==> src/design/gb_pkg.sv <==
// ----------------------------------------------------------------------
// Global buffer package
// Bank geometry, interface data-type codes and the shared types of the
// activation global buffer
// ----------------------------------------------------------------------
`default_nettype none

package gb_pkg;

    localparam int BANK_CNT    = 8;
    localparam int BANK_DEPTH  = 64;
    localparam int BANK_ADDR_W = 6;
    localparam int BANK_SEL_W  = 3;
    localparam int WORD_W      = 128;
    localparam int FLG_W       = 32;
    localparam int FLG_LANES   = 4;
    localparam int WCNT_W      = 10;   // Covers the whole pool of 512 words
    localparam int DT_W        = 3;

    localparam logic [DT_W-1:0] DT_ACT    = 3'd2;
    localparam logic [DT_W-1:0] DT_ACTFLG = 3'd3;

    // Layer configuration
    typedef struct packed {
        logic [3:0]        act_banks;
        logic [3:0]        flg_banks;
        logic [WCNT_W-1:0] act_words;
        logic [WCNT_W-1:0] flg_words;
    } gb_cfg_t;

    typedef struct packed {
        logic [BANK_SEL_W-1:0] base_bank;
        logic [WCNT_W-1:0]     words;
    } gb_region_t;

    typedef struct packed {
        logic                   en;
        logic [BANK_SEL_W-1:0]  bank;
        logic [BANK_ADDR_W-1:0] addr;
        logic [WORD_W-1:0]      data;
    } bank_wr_t;

    typedef struct packed {
        logic                   en;
        logic [BANK_SEL_W-1:0]  bank;
        logic [BANK_ADDR_W-1:0] addr;
    } bank_rd_t;

    // Stored word with lane 0 in the low bits
    typedef union packed {
        logic [WORD_W-1:0]                 raw;
        logic [FLG_LANES-1:0][FLG_W-1:0]   lane;
    } gb_word_u;

endpackage

`default_nettype wire

==> src/design/gb_cfg_ctrl.sv <==
// ----------------------------------------------------------------------
// Global buffer layer configuration
// Accepts one configuration per layer, derives the activation and flag
// regions and waits for both readers before taking the next one
// ----------------------------------------------------------------------
`timescale 1ns/10ps
`default_nettype none

module gb_cfg_ctrl (
    input  wire logic               clk,
    input  wire logic               rst_n,
    input  wire logic               cfg_val_i,
    input  wire gb_pkg::gb_cfg_t    cfg_i,
    input  wire logic               act_rd_done_i,
    input  wire logic               flg_rd_done_i,
    output logic                    cfg_rdy_o,
    output logic                    start_o,
    output gb_pkg::gb_region_t      act_region_o,
    output gb_pkg::gb_region_t      flg_region_o
);

    gb_pkg::gb_cfg_t cfg_q;
    logic            busy_q;
    logic            act_done_q;
    logic            flg_done_q;
    logic            accept;
    logic            act_seen;
    logic            flg_seen;

    assign accept   = cfg_val_i && cfg_rdy_o;
    assign act_seen = act_done_q || act_rd_done_i;
    assign flg_seen = flg_done_q || flg_rd_done_i;

    always_ff @(posedge clk) begin
        if (accept) cfg_q <= cfg_i;
    end

    always_ff @(posedge clk or negedge rst_n) begin
        if (!rst_n) begin
            cfg_rdy_o  <= 1'b0;
            start_o    <= 1'b0;
            busy_q     <= 1'b0;
            act_done_q <= 1'b0;
            flg_done_q <= 1'b0;
        end else begin
            start_o <= accept;
            if (accept) begin
                cfg_rdy_o  <= 1'b0;
                busy_q     <= 1'b1;
                act_done_q <= 1'b0;
                flg_done_q <= 1'b0;
            end else if (busy_q) begin
                act_done_q <= act_seen;
                flg_done_q <= flg_seen;
                if (act_seen && flg_seen) begin
                    busy_q    <= 1'b0;
                    cfg_rdy_o <= 1'b1;
                end
            end else begin
                cfg_rdy_o <= 1'b1;   // Idle after reset
            end
        end
    end

    // Activations start at bank 0 and flags follow them
    assign act_region_o.base_bank = '0;
    assign act_region_o.words     = cfg_q.act_words;
    assign flg_region_o.base_bank = cfg_q.act_banks[gb_pkg::BANK_SEL_W-1:0];
    assign flg_region_o.words     = cfg_q.flg_words;

endmodule

`default_nettype wire

==> config.mk <==
export PLATFORM = sky130hd
export DESIGN_NAME = gb_cfg_ctrl
export DESIGN_NICKNAME = d
export VERILOG_FILES = /design/src/design/gb_pkg.sv /design/src/design/gb_cfg_ctrl.sv
export SDC_FILE = /design/constraint.sdc
export NUM_CORES = 1
export LEC_CHECK = 0
export ABC_AREA = 1
export BUFFER_PORTS_ARGS = -buffer_cell sky130_fd_sc_hd__buf_2
export CORE_UTILIZATION = 36
export DETAILED_ROUTE_END_ITERATION = 16
export GPL_ROUTABILITY_DRIVEN = 0
export PLACE_DENSITY_LB_ADDON = 0.05
export SETUP_SLACK_MARGIN = 0.15
export SLEW_MARGIN = 20
export SYNTH_ARGS = -nofsm -noshare
export SYNTH_HDL_FRONTEND = slang
export SYNTH_SLANG_ARGS = --single-unit
==> constraint.sdc <==
create_clock -name clk -period 1.45 [get_ports clk]
set_clock_uncertainty 0.1 [all_clocks]
set_input_delay 0 -clock clk [delete_from_list [all_inputs] [get_ports clk]]
set_output_delay 0 -clock clk [all_outputs]
set_load 0.03 [all_outputs]
After elaboration in Yosys (flattened, before gate mapping). Index checks and enable logic that the tools add are counted.

Eq/ne operators: 1. Multiplexer cells: 10. Reduce and logical (&&, ||, !) cells: 5.

Operator list (number): two-way mux 1 bit (10); inequality test 3 x 1 -> 1 bit (second input constant) (1); logical AND 1 bit (2); logical OR 1 bit (2); nonzero test 2 bit (1).

Register bits after elaboration: 28. Bits of input ports: 33. Output and inout bits: 28. Logic and storage cells: 24.

Depth between registers and ports, before layout.
Depth in word-level cells: 5. Mapped depth: 6. Gate-level depth less buffers: 6.

Least setup slack after synthesis. No wires, ideal clock.

Path kind: register to register. From: register cfg_rdy_o. To: register cfg_q (netlist bit act_region_o[0]) (enable). Library setup time: 378 ps. Arrival time: 1155 ps. Data required time: 972 ps. Setup slack: -183 ps. Cell stages (with the launch flop): 3. Path buffers: 0. Clock period less this slack: 1633 ps. Cells stage by stage: dfrtp_1 nand2_2 inv_1.

Word-level cells in the longest chain between the ends: 1.

RTL lines: start: declaration (RTL line gb_cfg_ctrl.sv:16) `output logic cfg_rdy_o,`; start signal: assignment (RTL line gb_cfg_ctrl.sv:40) `cfg_rdy_o <= 1'b0;`; start signal: assignment (RTL line gb_cfg_ctrl.sv:48) `cfg_rdy_o <= 1'b0;`; start signal: assignment (RTL line gb_cfg_ctrl.sv:57) `cfg_rdy_o <= 1'b1;`; logical AND 1 bit (RTL line gb_cfg_ctrl.sv:30) `assign accept = cfg_val_i && cfg_rdy_o;`; via accept (RTL line gb_cfg_ctrl.sv:26) `logic accept;`; end signal: assignment (RTL line gb_cfg_ctrl.sv:35) `if (accept) cfg_q <= cfg_i;`; end: declaration (RTL line gb_cfg_ctrl.sv:22) `gb_pkg::gb_cfg_t cfg_q;`.

The timed path passes the listed nets, and every way through them passes these cells. A chain may end at the register's enable or synchronous reset.

Worst setup path in the final report.
From: register cfg_rdy_o. To: register cfg_q (netlist bit act_region_o[9]) (enable).

Same word-level chain as after synthesis.

==> results by group <==
Floorplanning
  – I/O Pins: 61
  – Area of the core: 2320 µm²
  – Die width: approximately 53 µm
  – Starting Density: 0.398
  – Die Y: 52.6 µm
  – Rows: 17
  – Die Area: ~2800 µm²

Setup path
  – Worst-path fanout max: 17
  – Flop2flop setup slack: 0.28 ns
  – Critical path depth in cells: 3
  – Worst reg2reg endpoint: act_region_o[9]
  – R2r worst-path depth: 3
  – Crit path DAT: 1.16 ns
  – Worst setup endpoint: act_region_o[9]
  – Required time of the critical path: around 1.4 ns
  – WS Path Type: reg2reg
  – CP peak stage delay: roughly 0.45 ns
  – CP cell instances: nand2_4 -> clkinvlp_4 -> buf_12
  – Bufs and invs on worst path: 2
  – Critical Path Source Type: flop
  – CP startpoint: cfg_rdy_o
  – Worst Setup End Kind: flop
  – Cell family with most CP delay: flip-flops
  – Reg-to-Reg Start: cfg_rdy_o
  – Slowest CP cell: dfrtp_2

Place
  – Dpl hpwl: about 1.2 mm
  – I/O Buffers: 52

Global routing
  – Total grt overflow: 0
  – Met1 Usage GRT: 0.158
  – GR Layer Usage met3: 0.0319
  – First-pass GRT wire length: between 2 and 3 mm
  – All-Layer GR Usage: 0.140
  – Initial antenna violation count: 0
  – Pin count of the biggest net entering global routing: 18
  – M2 GR Usage: 0.245
  – Top Usage Layer GRT: met2
  – Vias in the first global route: between 600 and 700

Status
  – Status: complete, no violations

Yosys
  – Post-synthesis mux area share: 0
  – Seq/Total Area, Yosys: 0.885
  – Synth Area in Compound Gates: 0.0109
  – Synth Area in XOR/XNOR: 0
  – Post-Synth Adder-Cell Area: 0
  – Cells after synthesis: 50
  – Yosys top cell area share: 0.749
  – Largest family of logic cells by synthesized area: simple AND/OR/NAND/NOR gates
  – Area leader, netlist: edfxtp_1
  – FF+latch count, synth: 28
  – Post-synthesis simple-gate area fraction: 0.0516
  – Library cells used by synthesis: 9
  – Synth warn: 0
  – Ranking of synthesized cells by area: edfxtp_1 (75%), dfrtp_1 (14%), nand2_2 (2.7%)
  – Mapped Avg Cell Area: approximately 18 µm²
  – Synthesized cell area: 922 µm²

Layout
  – N_diodes: 0
  – Area grow syn2layout: 68.5%
  – Register area: 817 µm²
  – Final core occ: 0.670
  – Filler instances: about 190
  – Area of the multi-input gates: 73.8 µm²
  – Fin nets: 170
  – Layout cells sized above 1: 0.478

STA
  – Final Slew Violations: 0
  – Final hold violations: 0
  – Period Utilization, post-route: 0.805
  – Fmax: around 860 MHz
  – RSZ-0062 raised after global routing: false
  – Final setup violation count: 0
  – Min cycle time layout: between 1 and 1.5 ns
  – TNS Setup: 0 ns

Pwr
  – Peak VDD IR: just under 900 µV
  – LEAKAGE: approximately 0.71 nW
  – PwrDens: roughly 1400 nW/µm²

Routing
  – Detailed-route wire length per cell: between 10 and 15 µm
  – Routed WL: 1.88 mm
  – Number of DRC markers in iteration 0: 4
  – Routed Antenna Nets: 0
  – 1st-pass router iterations: 2
  – # DRC: 0
  – Via count: 683
  – Via density per instance: between 4 and 5

Clock tree
  – H-tree level count: 1
  – Clk Latency, worst-skew pair: between 0.3 and 0.4 ns
  – Clock sinks: 28
  – Worst-path clk slew: 0.14 ns
  – CTS tree: yes
  – Clk root buf: clkbuf_4
  – Bufs on Longest Clock Path: 2
  – TritonCTS Buffers: 3

Job
  – Max-Cap Viols: 0

Min path
  – Min-delay worst type: in2reg
[per-stage QoR]
step | std cells | power [mW] | area [µm²] | hold WS [ns] | worst slack, ns
after floorplan | 52 | 1.55 | 940 | -0.396 | 0.0780
after detailed placement | 130 | 1.76 | 1230 | -0.279 | 0.168
after global routing | 164 | 2.23 | 1550 | 0.272 | 0.242
after CTS | 162 | 2.12 | 1540 | 0.270 | 0.151
after global placement | 130 | 1.75 | 1230 | -0.279 | 0.190
final | 164 | 2.12 | 1550 | 0.284 | 0.283
[cells in the final DEF (no fill, tap or decap)]
cell | Yosys | final
nand2_2 | 4 | 3
inv_1 | 5 | 4
edfxtp_1 | 23 | 23
buf_4 | 3 | 2
inv_2 | 1 | 1
clkinvlp_4 | 0 | 1
clkbuf_4 | 0 | 3
buf_2 | 0 | 52
conb_1 | 1 | 3
a21oi_1 | 2 | 2
dfrtp_1 | 5 | 4
nand2_1 | 6 | 6
buf_12 | 0 | 1
dfrtp_2 | 0 | 1
dlygate4sd3_1 | 0 | 28
nand2_4 | 0 | 1
clkinv_1 | 0 | 1
[power by group]
part           leakage (nW)  switching, mW  total, mW  internal [mW]
clock                0.0154          0.210      0.311          0.101
combinational         0.412          0.453      0.695          0.242
sequential            0.278         0.0519       1.12           1.06
[synthesized netlist by cell type]
cell and n:
edfxtp_1 23, inv_1 5, buf_4 3, a21oi_1 2
nand2_2 4, dfrtp_1 5, nand2_1 6, conb_1 1
inv_2 1
[layout make-up]
class	instances	share of cell area
Tap cell	28	0.0225
Inverter	6	0.0169
Clock inverter	1	0.00242
Sequential cell	28	0.526
Multi-Input combinational cell	15	0.0475
Timing Repair Buffer	83	0.370
Clock buffer	3	0.0145
[sequential cells by signal, summed over array words and instances (netlist names)]
| name | cells |
|---|---|
| act_done_q | 1 |
| act_region_o | 10 |
| busy_q | 1 |
| cfg_rdy_o | 1 |
| flg_done_q | 1 |
| flg_region_o | 13 |
| start_o | 1 |
[worst register-to-register path, stage by stage (launching register included)]
cell and delay [ns]:
dfrtp_2 0.45, nand2_4 0.10, clkinvlp_4 0.13, buf_12 0.17
[routing by layer]
metal  share of wire  wire length (µm)
met3           0.074               138
met5               0                 0
met1            0.40               744
met4           0.011                21
met2            0.52               972
[worst min-delay path by stage]
stage          startpoint              end  cells after the start
2_1_floorplan       rst_n       act_done_q                      0
3_3_place_gp        rst_n       flg_done_q                      1
3_5_place_dp        rst_n       act_done_q                      1
4_1_cts          cfg_i[5]  flg_region_o[5]                      2
5_1_grt         cfg_i[10]  act_region_o[0]                      2
6_report        cfg_i[12]  act_region_o[2]                      2
[cells by family after synthesis]
group,after synthesis
buffers and inverters,9
AND/OR/NAND/NOR,10
flip-flops,28
AO/OA/AOI/OAI,2
other,1
[what timing repair did]
| item | CTS | global route |
|---|---|---|
| hold endpoints to repair | 33 | 0 |
| resized for setup | 0 | 0 |
| hold buffers | 28 | 0 |
| setup buffers | 0 | 2 |
| endpoints found under the setup margin | 0 | 17 |
Note: power is estimated with default switching activity, not from simulation.
