File: src/design/gb_pkg.sv
// ----------------------------------------------------------------------
// Global buffer package
// Bank geometry, interface data-type codes and the shared types of the
// activation global buffer
// ----------------------------------------------------------------------
`default_nettype none

package gb_pkg;

    localparam int BANK_CNT    = 8;
    localparam int BANK_DEPTH  = 64;
    localparam int BANK_ADDR_W = 6;
    localparam int BANK_SEL_W  = 3;
    localparam int WORD_W      = 128;
    localparam int FLG_W       = 32;
    localparam int FLG_LANES   = 4;
    localparam int WCNT_W      = 10;   // Covers the whole pool of 512 words
    localparam int DT_W        = 3;

    localparam logic [DT_W-1:0] DT_ACT    = 3'd2;
    localparam logic [DT_W-1:0] DT_ACTFLG = 3'd3;

    // Layer configuration
    typedef struct packed {
        logic [3:0]        act_banks;
        logic [3:0]        flg_banks;
        logic [WCNT_W-1:0] act_words;
        logic [WCNT_W-1:0] flg_words;
    } gb_cfg_t;

    typedef struct packed {
        logic [BANK_SEL_W-1:0] base_bank;
        logic [WCNT_W-1:0]     words;
    } gb_region_t;

    typedef struct packed {
        logic                   en;
        logic [BANK_SEL_W-1:0]  bank;
        logic [BANK_ADDR_W-1:0] addr;
        logic [WORD_W-1:0]      data;
    } bank_wr_t;

    typedef struct packed {
        logic                   en;
        logic [BANK_SEL_W-1:0]  bank;
        logic [BANK_ADDR_W-1:0] addr;
    } bank_rd_t;

    // Stored word with lane 0 in the low bits
    typedef union packed {
        logic [WORD_W-1:0]                 raw;
        logic [FLG_LANES-1:0][FLG_W-1:0]   lane;
    } gb_word_u;

endpackage

`default_nettype wire

File: src/design/gb_write_ctrl.sv
// ----------------------------------------------------------------------
// Global buffer write controller
// Requests activation then flag words from the interface and writes
// them to consecutive bank addresses of their region
// ----------------------------------------------------------------------
`timescale 1ns/10ps
`default_nettype none

module gb_write_ctrl (
    input  wire logic                       clk,
    input  wire logic                       rst_n,
    input  wire logic                       start_i,
    input  wire gb_pkg::gb_region_t         act_region_i,
    input  wire gb_pkg::gb_region_t         flg_region_i,
    input  wire logic                       if_conf_rdy_i,
    output logic                            if_conf_val_o,
    output logic [gb_pkg::DT_W-1:0]         if_conf_dt_o,
    input  wire logic                       if_data_val_i,
    input  wire logic [gb_pkg::WORD_W-1:0]  if_data_i,
    output logic                            if_data_rdy_o,
    output gb_pkg::bank_wr_t                bank_wr_o,
    output logic                            act_wr_done_o,
    output logic                            flg_wr_done_o
);

    typedef enum logic [2:0] {
        ST_IDLE,
        ST_ACT_REQ,
        ST_ACT_DATA,
        ST_FLG_REQ,
        ST_FLG_DATA
    } wr_state_e;

    wr_state_e                      state_q;
    logic [gb_pkg::WCNT_W-1:0]      cnt_q;
    logic [gb_pkg::BANK_SEL_W-1:0]  bank_q;
    logic [gb_pkg::BANK_ADDR_W-1:0] addr_q;
    gb_pkg::gb_region_t             cur_region;
    logic                           flg_phase;
    logic                           conf_acc;
    logic                           wr_acc;
    logic                           last_wr;

    assign flg_phase  = (state_q == ST_FLG_REQ) || (state_q == ST_FLG_DATA);
    assign cur_region = flg_phase ? flg_region_i : act_region_i;

    assign if_conf_val_o = (state_q == ST_ACT_REQ) || (state_q == ST_FLG_REQ);
    assign if_conf_dt_o  = flg_phase ? gb_pkg::DT_ACTFLG : gb_pkg::DT_ACT;
    assign if_data_rdy_o = (state_q == ST_ACT_DATA) || (state_q == ST_FLG_DATA);

    assign conf_acc = if_conf_val_o && if_conf_rdy_i;
    assign wr_acc   = if_data_rdy_o && if_data_val_i;
    assign last_wr  = wr_acc && (cnt_q == cur_region.words - 1'b1);

    // Accepted word goes straight to the banks
    assign bank_wr_o.en   = wr_acc;
    assign bank_wr_o.bank = bank_q;
    assign bank_wr_o.addr = addr_q;
    assign bank_wr_o.data = if_data_i;

    always_ff @(posedge clk or negedge rst_n) begin
        if (!rst_n) begin
            state_q       <= ST_IDLE;
            cnt_q         <= '0;
            bank_q        <= '0;
            addr_q        <= '0;
            act_wr_done_o <= 1'b0;
            flg_wr_done_o <= 1'b0;
        end else begin
            act_wr_done_o <= last_wr && !flg_phase;
            flg_wr_done_o <= last_wr && flg_phase;

            if (conf_acc) begin
                cnt_q  <= '0;
                bank_q <= cur_region.base_bank;
                addr_q <= '0;
            end else if (wr_acc) begin
                cnt_q  <= cnt_q + 1'b1;
                addr_q <= addr_q + 1'b1;
                if (addr_q == gb_pkg::BANK_ADDR_W'(gb_pkg::BANK_DEPTH - 1))
                    bank_q <= bank_q + 1'b1;   // Spill into next bank
            end

            case (state_q)
                ST_IDLE:     if (start_i)  state_q <= ST_ACT_REQ;
                ST_ACT_REQ:  if (conf_acc) state_q <= ST_ACT_DATA;
                ST_ACT_DATA: if (last_wr)  state_q <= ST_FLG_REQ;
                ST_FLG_REQ:  if (conf_acc) state_q <= ST_FLG_DATA;
                ST_FLG_DATA: if (last_wr)  state_q <= ST_IDLE;
                default:                   state_q <= ST_IDLE;
            endcase
        end
    end

endmodule

`default_nettype wire

File: config.mk
export PLATFORM = sky130hd
export DESIGN_NAME = gb_write_ctrl
export DESIGN_NICKNAME = d
export VERILOG_FILES = /design/src/design/gb_pkg.sv /design/src/design/gb_write_ctrl.sv
export SDC_FILE = /design/constraint.sdc
export NUM_CORES = 1
export LEC_CHECK = 0
export ABC_AREA = 0
export BUFFER_PORTS_ARGS = -buffer_cell sky130_fd_sc_hd__buf_2
export CORE_AREA = 2 2 116 118
export DETAILED_ROUTE_END_ITERATION = 8
export DIE_AREA = 0 0 118 120
export MAX_ROUTING_LAYER = met4
export RECOVER_POWER = 100
export SETUP_SLACK_MARGIN = 0.5
export SLEW_MARGIN = 5
export SYNTH_ARGS = -nofsm -noshare
export SYNTH_HDL_FRONTEND = slang
export SYNTH_SLANG_ARGS = --single-unit
export TNS_END_PERCENT = 50
File: constraint.sdc
create_clock -name clk -period 2.55 [get_ports clk]
set_input_delay 0.255 -clock clk [delete_from_list [all_inputs] [get_ports clk]]
set_output_delay 0.255 -clock clk [all_outputs]
set_load 0.01 [all_outputs]
**After elaboration in Yosys (flattened, before gate mapping)**

Cells that the tools add are included.

- $add $sub $neg: 4
- Equality and inequality tests: 11
- Muxes and demuxes: 15
- Reduce and logical (&&, ||, !) cells: 14

Operators by type and width:

| operator | count |
|---|---|
| $mux W3 | 8 |
| $mux W10 | 2 |
| $pmux W3 S5 | 1 |
| $mux W13 | 1 |
| $mux W6 | 2 |
| $add A10 B1 Y10 const B | 1 |
| $eq A10 B10 Y1 | 1 |
| $ne A2 B2 Y1 const B | 5 |
| $sub A10 B1 Y10 const B | 1 |
| $add A6 B1 Y6 const B | 1 |
| $eq A3 B2 Y1 const B | 2 |
| $eq A6 B6 Y1 const B | 1 |
| $logic_and A1 B1 Y1 | 5 |
| $reduce_and A5 Y1 | 1 |
| $reduce_bool A2 Y1 | 2 |
| $add A3 B1 Y3 const B | 1 |
| $eq A3 B1 Y1 const B | 1 |
| $eq A3 B3 Y1 const B | 1 |
| $logic_not A3 Y1 | 1 |
| $logic_or A1 B1 Y1 | 3 |
| $reduce_and A2 Y1 | 1 |
| $logic_not A1 Y1 | 1 |
| $mux W1 | 1 |

- Register bits: 24
- Input bits: 159
- Word-level logic and storage cells: 50

**Logic depth before layout (Yosys ltp)**

Gate-level depths: netlist (run 1).

- Word-level depth: 8
- Depth in mapped cells: 13
- Mapped depth without buffers: 10

**Least setup slack after synthesis (run 1)**

No wires, ideal clock.

- Path kind: register to register
- Start: register state_q[0]
- End: register state_q[2]
- Arrival time: 2,707 ps
- Slack: -225 ps
- Cell stages (with the launch flop): 11
- Path buffers: 2
- Clock period less this slack: 2,775 ps
- Cell sequence: dfrtp_1 > buf_6 > and2_4 > buf_6 > o311a_4 > or3_4 > nor4b_4 > mux2_1 > a311o_1 > nand4_2 > a32o_1

- Word-level cells in the longest chain between the ends: 8
- Elaborated cells between the ends (all ways): 21
- Classes of those cells: add/sub: 1; eq/ne: 10; mux: 2; reduce/logical: 8

RTL lines:

| element | line | text |
|---|---|---|
| start: declaration | gb_write_ctrl.sv:34 | `wr_state_e state_q;` |
| start signal: assignment | gb_write_ctrl.sv:63 | `state_q <= ST_IDLE;` |
| start signal: assignment | gb_write_ctrl.sv:85 | `ST_IDLE: if (start_i) state_q <= ST_ACT_REQ;` |
| start signal: assignment | gb_write_ctrl.sv:86 | `ST_ACT_REQ: if (conf_acc) state_q <= ST_ACT_DATA;` |
| $eq A3 B2 Y1 / $eq A3 B3 Y1 (equally long branches) | - |  |
| $logic_or A1 B1 Y1 | gb_write_ctrl.sv:44 | `assign flg_phase = (state_q == ST_FLG_REQ) \|\| (state_q == ST_FLG_DATA);` |
| $mux W13 | gb_write_ctrl.sv:45 | `assign cur_region = flg_phase ? flg_region_i : act_region_i;` |
| $sub A10 B1 Y10 | gb_write_ctrl.sv:53 | `assign last_wr = wr_acc && (cnt_q == cur_region.words - 1'b1);` |
| $eq A10 B10 Y1 | gb_write_ctrl.sv:53 |  |
| $logic_and A1 B1 Y1 | gb_write_ctrl.sv:53 |  |
| $ne A2 B2 Y1 (no line) | - |  |
| $reduce_and A5 Y1 (no line) | - |  |

Several ways; a longest one is shown, not always the timed one.
A chain may end at the register's enable or synchronous reset.

**Worst setup path in the final report (run 1)**

- Start: register state_q[2]
- End: register flg_wr_done_o

- Word-level cells in the longest chain between the ends: 7
- Elaborated cells between the ends (all ways): 11
- Classes of those cells: add/sub: 1; eq/ne: 4; mux: 1; reduce/logical: 5

RTL lines:

| element | line | text |
|---|---|---|
| $eq A3 B2 Y1 / $eq A3 B3 Y1 (equally long branches) | gb_write_ctrl.sv:44, gb_write_ctrl.sv:49 |  |
| $logic_or A1 B1 Y1 | gb_write_ctrl.sv:44 |  |
| $mux W13 | gb_write_ctrl.sv:45 |  |
| $sub A10 B1 Y10 | gb_write_ctrl.sv:53 |  |
| $eq A10 B10 Y1 | gb_write_ctrl.sv:53 |  |
| $logic_and A1 B1 Y1 | gb_write_ctrl.sv:53 |  |
| $logic_and A1 B1 Y1 * | gb_write_ctrl.sv:71 | `flg_wr_done_o <= last_wr && flg_phase;` |
| end signal: assignment | gb_write_ctrl.sv:71 |  |
| end: declaration | gb_write_ctrl.sv:23 | `output logic flg_wr_done_o` |

Every way passes the cells marked *; elsewhere a longest branch is shown, timed or not.

==> results of run 1 <==
layout by cell type (no fill, tap or decap), types with 2 or more instances in the layout:
| cell | count |
|---|---|
| a21oi_1 | 7 |
| a21oi_2 | 2 |
| a22oi_1 | 2 |
| a31oi_1 | 5 |
| and2_4 | 2 |
| and3_4 | 3 |
| buf_2 | 32 |
| buf_4 | 44 |
| buf_6 | 7 |
| clkbuf_1 | 12 |
| clkbuf_16 | 3 |
| conb_1 | 2 |
| dfrtp_1 | 21 |
| dfrtp_2 | 3 |
| ha_1 | 3 |
| inv_1 | 6 |
| mux2_2 | 2 |
| mux2i_1 | 3 |
| nand2_1 | 21 |
| nand3_1 | 3 |
| nand4_1 | 8 |
| nor2_1 | 30 |
| nor2b_1 | 11 |
| nor3_1 | 4 |
| nor3b_1 | 5 |
| o21ai_0 | 15 |
| o21ai_1 | 3 |
| o22ai_1 | 2 |
| o311ai_2 | 3 |
| or3_1 | 2 |
| xnor2_1 | 8 |
| xnor2_2 | 3 |
| xor2_1 | 13 |
power by group:
part           switching (W)  internal (W)
Combinational        0.00101       0.00108
Sequential          0.000134      0.000464
Clock               0.000132      0.000240
cell usage after synthesis (all sizes together) (3+ instances only):
master / instances / area, um2
buf: 142 / 1050
nor2: 31 / 116
dfrtp: 24 / 601
nand2: 23 / 86.3
o21ai: 19 / 95.1
xor2: 13 / 114
nor2b: 11 / 68.8
xnor2: 11 / 96.3
a21oi: 9 / 45.0
nand4: 9 / 62.6
nor3b: 7 / 52.6
inv: 6 / 22.5
a31oi: 5 / 31.3
nor3: 5 / 25.0
clkbuf: 4 / 15.0
ha: 4 / 50.1
mux2i: 4 / 43.8
o311ai: 4 / 35.0
and2: 3 / 21.3
and3: 3 / 18.8
mux2: 3 / 33.8
nand3: 3 / 15.0
or3: 3 / 23.8
stage by stage:
stage	setup WS [ns]	total power (W)
after floorplan	-0.0508	0.00200
after global routing	-0.341	0.00333
final	-0.173	0.00306
after detailed placement	-0.253	0.00243
after CTS	-0.164	0.00292
after global placement	-0.174	0.00238
worst paths after layout:
path | start | to | slack (ns)
max reg2reg | state_q[2] | flg_wr_done_o | -0.17
min reg2reg | cnt_q[9] | cnt_q[9] | 0.59
max in group asynchronous | rst_n | state_q[0] | 1.40
max | state_q[2] | flg_wr_done_o | -0.17
min | flg_region_i[11] | bank_q[1] | 0.25
min in group asynchronous | rst_n | addr_q[2] | 0.28
layer usage:
layer,vias to the layer above,part of all wire [%]
met5,-,0
met4,0,2.3
met3,24,6.4
met2,110,48
met1,1019,43
li1,1012,-
worst min-delay path: cells and delay by family:
kind                   cells  cell delay (ns)
AO/OA/AOI/OAI              1             0.07
AND/OR/NAND/NOR            1             0.05
buffers and inverters      1             0.09
logic make-up (layout without fill, tap and decap cells):
logic type,count (synthesis),in the layout
buffers and inverters,152,106
flip-flops,24,24
adder cells (fa/ha/maj),4,4
XOR/XNOR,24,24
multiplexers,7,7
AND/OR/NAND/NOR,102,102
AO/OA/AOI/OAI,54,54
other,2,2
cell type report:
cell class	instances	area, um2	area share [%]
Inverter	6	22.5	0.759
Clock buffer	4	88.8	3.00
Multi-Input combinational cell	193	1400	47.0
Timing Repair Buffer	96	634	21.4
Tap cell	176	220	7.43
Sequential cell	24	604	20.4
flip-flops by register name, indices dropped and copies added (netlist names):
signal,cells
addr_q,6
act_wr_done_o,1
flg_wr_done_o,1
state_q,3
bank_q,3
cnt_q,10
repair_timing:
action	in CTS	in global routing
resized for setup	11	23
endpoints found under the setup margin	12	13
setup buffers	10	7
pin swaps	6	23
gates cloned	0	0
==> impl_metrics.toml, run 1 <==
[critical_path]
worst_setup_path_start_kind = "flip-flop"
slowest_stage = "dfrtp_2"
ff2ff_path_depth = 12
crit_family = "simple AND/OR/NAND/NOR gates"
path_buf_inv = 4
slowest_delay_ns = 0.48
path_class = "reg2reg"
critPathRequiredTime_ns = 2.73
worstPathArrival_ns = 2.91
endpoint_kind = "flip-flop"
crit_cells = 12
crit_path_frequent_cell = "buf_4"
cp_cell_sequence = "buf_12, buf_4, nor3b_1, o21ai_0, o311a_1, nor4b_4, buf_4, mux2i_1, a311o_1, nand4_2, buf_4, nor2_1"
path_max_fanout = 13

[timing]
hold_ws_ns = 0.250
slew_headroom_pct = 11.9
setup_viol = 4
timing.final.crit_share_pct = 107
grt_setup_unrepaired = "true"
max_clock_freq_ghz = 0.367
fin_tns_setup_ns = -0.592
fin_skew_ns = 0.00116
drv_slew = 0
worst_pin_slew_ns = 1.32
fin_crit_ns = 2.72
setup_slack_ns = -0.173
hold_viol_final = 0

[global_route]
antenna_found_initial = 0
gr-total-overflow = 0
grt_first_pass_wirelength_um = 10500
grt_pass1_vias = 2218
grt_start_max_net_pins = 25
use_met3_pct = 2.09
met2_usage_pct = 14.7
use_met1_pct = 11.1
track_usage_pct = 9.23
grt.busiest_layer = "met2"

[job]
cap_violations = 0

[synthesis]
synth_edf_count = 0
yosysWarnings = 0
synth_top_family_by_area = "buffers and inverters"
ys_types = 52
synth-async-reset-ratio_pct = 100
postSynthNetCount = 532
netlist_area_um2 = 2960
synth-simple-area-share_pct = 18.1
ys_ff_latch = 24
synth_ff_type = "dfrtp_1"
syn_avg_cell_area_um2 = 8.01
ys_seq_area_share_pct = 20.3
synth_compound_area_share_pct = 13.0
yosys.area_share.xor_xnor_pct = 7.11
postSynthCellCount = 369
synthAdderAreaFrac_pct = 1.69
synth.area.mux_share_pct = 2.62

[power]
vdd_ir_drop_max_mv = 0.460
p_leak_nw = 1.27
pwr_density_cell_nw_per_um2 = 1030

[worst_hold_path]
min_path_cells = 3
hp-class = "in2reg"

[clock_tree]
cts_tree = "built"
clock-sinks = 24
htree_levels = 1
cts.path.max_buffers = 2
clkTransAtPathRegs_ns = 0.06
root_buffer = "clkbuf_16"
clock_latency_ns = 0.25
cts_buffers = 3
cts_hold_buf = 0

[cells_and_area]
n_antenna_cell = 0
nets = 487
fillers = 1463
fin_cells = 499
final_cell_area_um2 = 2970
drive_above_1_share_pct = 38.1
area_growth_pct = 0.339
fin_util_pct = 22.8

[route]
ant_nets = 0
route.detailed.drc = 0
finalWirelength_um = 6620
viasPerCell = 4.34
first_iter_violations = 44
via_count = 2165
routedWlPerCell_um = 13.3
first_pass_iters = 4

[floorplanning]
dieArea_um2 = 14200
ios = 304
core_area_um2 = 13000
die_y_um = 120
rows = 42
initial_utilization_pct = 22.8
die_w_um = 118

[placed_design]
dp_hpwl_um = 4980
dp_cells = 478
numPortBuffers = 45
gp_congestion = 0.881
placed_cell_area_um2 = 2640

[run_status]
failed_checks = "setup timing"
status = "complete, but fails checks"
(Power assumes the default switching activity.)
==> run 2: changes to the inputs <==
--- a/config.mk
+++ b/config.mk
@@ -5,11 +5,11 @@
 export SDC_FILE = /design/constraint.sdc
 export NUM_CORES = 1
 export LEC_CHECK = 0
-export ABC_AREA = 0
+export ABC_AREA = 1
 export BUFFER_PORTS_ARGS = -buffer_cell sky130_fd_sc_hd__buf_2
-export CORE_AREA = 2 2 116 118
+export CORE_AREA = 2 2 118 120
 export DETAILED_ROUTE_END_ITERATION = 8
-export DIE_AREA = 0 0 118 120
+export DIE_AREA = 0 0 120 122
 export MAX_ROUTING_LAYER = met4
 export RECOVER_POWER = 100
 export SETUP_SLACK_MARGIN = 0.5
==> run 2 against run 1 <==
Compared with the run above:
- the run now ends clean
- cell count grew 11%
- non-clock buffer count down 26
- clock power barely moved
- cell area fell by 3.9%
- via count is 3.9% higher
- die area increased by 3.4%
- maximum frequency up 20%
- clock skew is 0.0010 ns higher
- core utilization is 1.7 points lower
- first-iteration DRC count grew 16%
- register-to-register slack improved by 0.45 ns
- critical path depth grew 7
- critical endpoint is now state_q[1]
==> impl_metrics.toml, run 2 <==
[power]
p_leak_nw = 1.40
pwr_density_cell_nw_per_um2 = 871
vdd_ir_drop_max_mv = 0.294

[synthesis]
ys_top_cells_by_count = "buf_4, nand2_1, inv_1"
postSynthCellCount = 435
synth_top_area_share_pct = 32.6
netlist_area_um2 = 3040
synth-async-reset-ratio_pct = 100
ys_seq_area_share_pct = 19.8
synth_ff_type = "dfrtp_1"
synthTopCellsByArea = "buf_4, dfrtp_1, nand2_1, inv_1, nand3_1"
ys_types = 37
ys_ff_latch = 24
syn_avg_cell_area_um2 = 6.99
yosysMostFrequentCell = "buf_4"
yosysWarnings = 0
postSynthNetCount = 598
synth_edf_count = 0
synth_top_cell_by_area = "buf_4"

[placed_design]
dp_cells = 531
dp_hpwl_um = 6650
gp_congestion = 0.781
numPortBuffers = 45

[cells_and_area]
drive_above_1_share_pct = 29.8
regMostFlops = "cnt_q"
layout_common_cells = "nand2_1, inv_1, buf_2, nand3_1, nor2_1"
n_antenna_cell = 0
largest_reg_flops = 10
largestRegisters = "cnt_q: 10 flops, addr_q: 6 flops"
fin_cells = 552
nets = 536
area_growth_pct = -6.30
layout_commonest_cell = "nand2_1"
fillers = 1509

[timing]
hold_ws_ns = 0.277
hold_viol_final = 0
fin_skew_ns = 0.00216
fin_tns_setup_ns = 0
slew_headroom_pct = 8.03
max_clock_freq_ghz = 0.440
grt_setup_unrepaired = "true"
setup_viol = 0
fin_crit_ns = 2.27
worst_pin_slew_ns = 1.38
timing.final.crit_share_pct = 89.0
drv_slew = 0

[floorplanning]
core_area_um2 = 13500
dieArea_um2 = 14600
ios = 304
rows = 43
initial_utilization_pct = 22.5
die_y_um = 122
die_w_um = 120

[critical_path]
cp_cell_sequence = "nor2_4, nand2_4, buf_4, buf_4, nand3_4, nand2_4, nand2_2, nor2_2, nand2_1, nand2_1, nand2_1, nand2_1, nand2_2, nor2_2, nand2_2, nand2_4, nand2_1, nand2_1, nand2_1"
slowest_delay_ns = 0.50
r2r_start = "state_q[0]"
path_class = "reg2reg"
ff2ff_path_depth = 19
endpoint_kind = "flip-flop"
slowest_stage = "dfrtp_1"
crit_path_frequent_cell = "nand2_1"
worst_setup_path_start_kind = "flip-flop"
reg2reg_slack_ns = 0.28
path_max_fanout = 8
worstPathArrival_ns = 2.42
critPathRequiredTime_ns = 2.70
worstReg2RegEnd = "state_q[1]"

[global_route]
grt_start_max_net_pins = 25
grt_first_pass_wirelength_um = 11700
gr-total-overflow = 0
antenna_found_initial = 0
grt_pass1_vias = 2105
track_usage_pct = 10.7

[clock_tree]
cts_tree = "built"
cts.path.max_buffers = 2
cts_buffers = 3
clock_latency_ns = 0.25
clock-sinks = 24
root_buffer = "clkbuf_16"
clkTransAtPathRegs_ns = 0.06
htree_levels = 1

[job]
cap_violations = 0

[route]
first_iter_violations = 51
first_pass_iters = 4
viasPerCell = 4.08
route.detailed.drc = 0
ant_nets = 0
routedWlPerCell_um = 14.3
via_count = 2250
finalWirelength_um = 7870

[run_status]
status = "complete, no violations"

[worst_hold_path]
hp-start = "if_conf_rdy_i"
min_path_cells = 4
hp-class = "in2reg"
holdPathEnd = "state_q[0]"
==> run 2: kinds of logic after synthesis <==
family | count (synthesis) | share of synthesized area [%]
DFF | 24 | 19.8
adders and majority gates | 4 | 1.65
buffers and inverters | 185 | 40.0
other | 2 | 0.247
AOI/OAI and AO/OA | 31 | 5.84
xor gates and xnor gates | 8 | 2.55
and+or+nand+nor | 180 | 29.5
muxes | 1 | 0.370
==> run 2: where the power goes <==
| group | total [W] | internal, W | switching [W] | leakage [nW] |
|---|---|---|---|---|
| clock | 0.000370 | 0.000240 | 0.000130 | 0.0442 |
| combinational | 0.00155 | 0.000639 | 0.000913 | 1.04 |
| sequential | 0.000559 | 0.000458 | 0.000101 | 0.317 |
==> run 2: layer usage <==
metal  global-route usage [%]  up-vias  part of all wire (%)
li1                         -     1105                     -
met5                        -        -                     0
met1                     10.3      979                    35
met3                     4.03       60                    10
met2                     18.5      106                    49
met4                     6.47        0                   5.2
==> run 2: what timing repair did <==
action / CTS / global route
gates resized for setup: 18 / 16
hold buffers: 0 / 0
pin swaps: 12 / 6
endpoints found under the setup margin: 6 / 15
buffers inserted: 9 / 8
==> run 2: layout make-up <==
class                           count  area (um2)  area share [%]
Timing Repair Buffer               70         404            14.2
Sequential cell                    24         603            21.2
Tap cell                          180         225            7.91
Multi-Input combinational cell    226        1340            47.0
Clock buffer                        4        88.8            3.12
Inverter                           48         188            6.59
==> run 2: how the worst max path moves through the flow <==
stage	depth (start not counted)	slack, ns	endpoint	from
after floorplan	19	0.32	state_q[1]	state_q[0]
after global placement	18	0.16	state_q[1]	state_q[2]
after detailed placement	18	0.10	state_q[1]	state_q[2]
after CTS	17	0.32	state_q[1]	state_q[1]
after global routing	18	0.07	state_q[1]	state_q[0]
final	19	0.28	state_q[1]	state_q[0]
==> run 2: through the flow <==
step / cell area [um2] / utilization [%] / total power (W) / setup WS [ns]
after floorplan: 3080 / - / 0.00179 / 0.324
after global placement: 2550 / 18.9 / 0.00192 / 0.158
after detailed placement: 2550 / 18.9 / 0.00192 / 0.104
after CTS: 2790 / 20.6 / 0.00245 / 0.321
after global routing: 2850 / 21.1 / 0.00272 / 0.0655
final: 2850 / 21.1 / 0.00248 / 0.280
==> run 2: critical path: cells and delay by family, from the launching register on <==
family / cells / cell delay, ns
simple gates: 17 / 1.36
flops: 1 / 0.50
buf+inv: 2 / 0.28
==> run 3: changes to the inputs <==
--- a/config.mk
+++ b/config.mk
@@ -5,13 +5,11 @@
 export SDC_FILE = /design/constraint.sdc
 export NUM_CORES = 1
 export LEC_CHECK = 0
-export ABC_AREA = 1
 export BUFFER_PORTS_ARGS = -buffer_cell sky130_fd_sc_hd__buf_2
-export CORE_AREA = 2 2 118 120
+export CORE_AREA = 2 2 116 118
 export DETAILED_ROUTE_END_ITERATION = 8
-export DIE_AREA = 0 0 120 122
+export DIE_AREA = 0 0 118 120
 export MAX_ROUTING_LAYER = met4
-export RECOVER_POWER = 100
 export SETUP_SLACK_MARGIN = 0.5
 export SLEW_MARGIN = 5
 export SYNTH_ARGS = -nofsm -noshare
==> run 3 against run 2 <==
Compared with the run above:
- the flow now finishes with violations (hold timing, setup timing)
- flip-flop and latch count unchanged
- core utilization increased by 1.9 points
- via count decreased by 3.5%
- register-to-register slack got worse by 0.46 ns
- clock skew decreased by 0.0014 ns
- worst hold slack got worse by 0.29 ns
- combinational power increased by 35%
- first-iteration DRC count increased by 14%
- cell area increased by 4.6%
- global-route usage decreased by 1.5 points
- total power increased by 24%
- maximum frequency decreased by 17%
- critical endpoint is now flg_wr_done_o
==> impl_metrics.toml, run 3 (synthesis results as in run 1) <==
[run_status]
status = "complete, but fails checks"
failed_checks = "hold timing, setup timing"

[timing]
drv_slew = 0
hold_viol_final = 24
timing.final.crit_share_pct = 107
setup_viol = 4
worst_pin_slew_ns = 0.679
slew_headroom_pct = 54.2
fin_crit_ns = 2.73
hold_ws_ns = -0.0179
setup_slack_ns = -0.178
grt_setup_unrepaired = "true"
max_clock_freq_ghz = 0.367
fin_skew_ns = 0.000764

[placed_design]
dp_cells = 478
dp_hpwl_um = 4980
numPortBuffers = 45
gp_congestion = 0.881
placed_cell_area_um2 = 2640

[worst_hold_path]
hp-class = "in2async"

[global_route]
grt_first_pass_wirelength_um = 10500
grt_start_max_net_pins = 25
grt_pass1_vias = 2218
antenna_found_initial = 0
track_usage_pct = 9.23
gr-total-overflow = 0

[power]
pwr_density_cell_nw_per_um2 = 1030
internal_power_w = 0.00180
p_sw_w = 0.00128
pwr-share-seq_pct = 19.5
p_total_w = 0.00307
vdd_ir_drop_max_mv = 0.464
p_sw_share_pct = 41.5
combPwrFrac_pct = 68.4
p_clk_share_pct = 12.2
p_leak_nw = 1.32

[critical_path]
reg2reg_slack_ns = -0.18
worst_setup_path_start_kind = "flip-flop"
r2r_start = "state_q[2]"
path_max_fanout = 13
endpoint_kind = "flip-flop"
worstPathArrival_ns = 2.91
endpoint = "flg_wr_done_o"
ff2ff_path_depth = 12
path_class = "reg2reg"
worstReg2RegEnd = "flg_wr_done_o"
critPathRequiredTime_ns = 2.73
crit_path_start = "state_q[2]"

[cells_and_area]
fin_util_pct = 23.0
largestRegisters = "cnt_q: 10 flops, addr_q: 6 flops"
seq_area_um2 = 604
n_antenna_cell = 0
regMostFlops = "cnt_q"
layout_common_cells = "buf_2, buf_4, nor2_1, nand2_1, dfrtp_1"
multiInputGateArea_um2 = 1400
fin_cells = 499
fillers = 1461
nets = 487
final_cell_area_um2 = 2980
largest_reg_flops = 10
area_growth_pct = 0.847
drive_above_1_share_pct = 41.8

[clock_tree]
htree_levels = 1
cts_tree = "built"
cts_buffers = 3
clkTransAtPathRegs_ns = 0.06
clock-sinks = 24
cts_hold_buf = 0
cts.path.max_buffers = 2
clock_latency_ns = 0.25
root_buffer = "clkbuf_16"

[route]
ant_nets = 0
first_iter_violations = 58
via_count = 2171
viasPerCell = 4.35
route.detailed.drc = 0
finalWirelength_um = 6660
routedWlPerCell_um = 13.3
first_pass_iters = 4

[floorplanning]
rows = 42
ios = 304
die_w_um = 118
die_y_um = 120
dieArea_um2 = 14200
core_area_um2 = 13000
initial_utilization_pct = 22.8

[job]
cap_violations = 0
==> run 3: cell count changes in the layout (fill, tap and decap cells not counted), sizes merged, moves of 6 or more <==
cell	before	now
xnor2	1	11
buf	52	96
nor2b	0	11
nand2	91	23
clkbuf	22	4
nand3	36	3
nand4	3	9
inv	48	6
xor2	7	13
==> run 3: final cells by class <==
class | count | area share [%]
sequential | 24 | 20.3
multi-input combinational | 193 | 46.8
tap | 176 | 7.39
timing repair buffer | 96 | 21.8
inverter | 6 | 0.756
clock buffer | 4 | 2.98
==> run 3: power by group through the flow <==
stage                     Sequential, W  Combinational (W)  Clock, W
after global routing           0.000617            0.00232  0.000398
after floorplan                0.000548            0.00145         0
final                          0.000598            0.00210  0.000374
after global placement         0.000598            0.00178         0
after CTS                      0.000591            0.00195  0.000382
after detailed placement       0.000605            0.00182         0
==> run 3: worst max-delay path, cell delays in order (launching register included) <==
cell     delay [ns]
dfrtp_2        0.49
buf_12         0.17
buf_4          0.15
nor3b_1        0.23
o21ai_0        0.11
o311a_1        0.21
nor4b_4        0.37
buf_4          0.17
mux2i_1        0.21
a311o_1        0.15
nand4_2        0.11
buf_4          0.17
nor2_1         0.11
==> run 3: worst min-delay path by stage <==
| stage | startpoint | endpoint | slack [ns] |
|---|---|---|---|
| floorplan | rst_n | act_wr_done_o | -0.04 |
| global placement | rst_n | addr_q[0] | 0.27 |
| detailed placement | rst_n | addr_q[0] | 0.27 |
| CTS | rst_n | addr_q[4] | 0.00004 |
| global route | rst_n | addr_q[2] | 0.02 |
| finish | rst_n | addr_q[2] | -0.02 |
==> run 3: through the flow <==
| stage | hold slack (ns) | setup slack, ns | setup TNS [ns] |
|---|---|---|---|
| after floorplan | -0.0406 | -0.0508 | -0.0985 |
| final | -0.0179 | -0.178 | -0.609 |
| after global routing | 0.0171 | -0.341 | -1.33 |
| after CTS | 0.0000443 | -0.164 | -0.526 |
| after detailed placement | 0.274 | -0.253 | -0.748 |
| after global placement | 0.271 | -0.174 | -0.533 |
==> run 3: per-layer routing <==
metal / part of all wire (%) / global-route usage [%]
met5: 0 / -
met4: 2.3 / 4.44
met3: 6.6 / 2.09
met2: 48 / 14.7
met1: 43 / 11.1
==> run 3: what timing repair did <==
item,in CTS,in global routing
pin swaps,6,23
resized for setup,11,23
cloned,0,0
buffers inserted,10,7
setup endpoints to repair,12,13
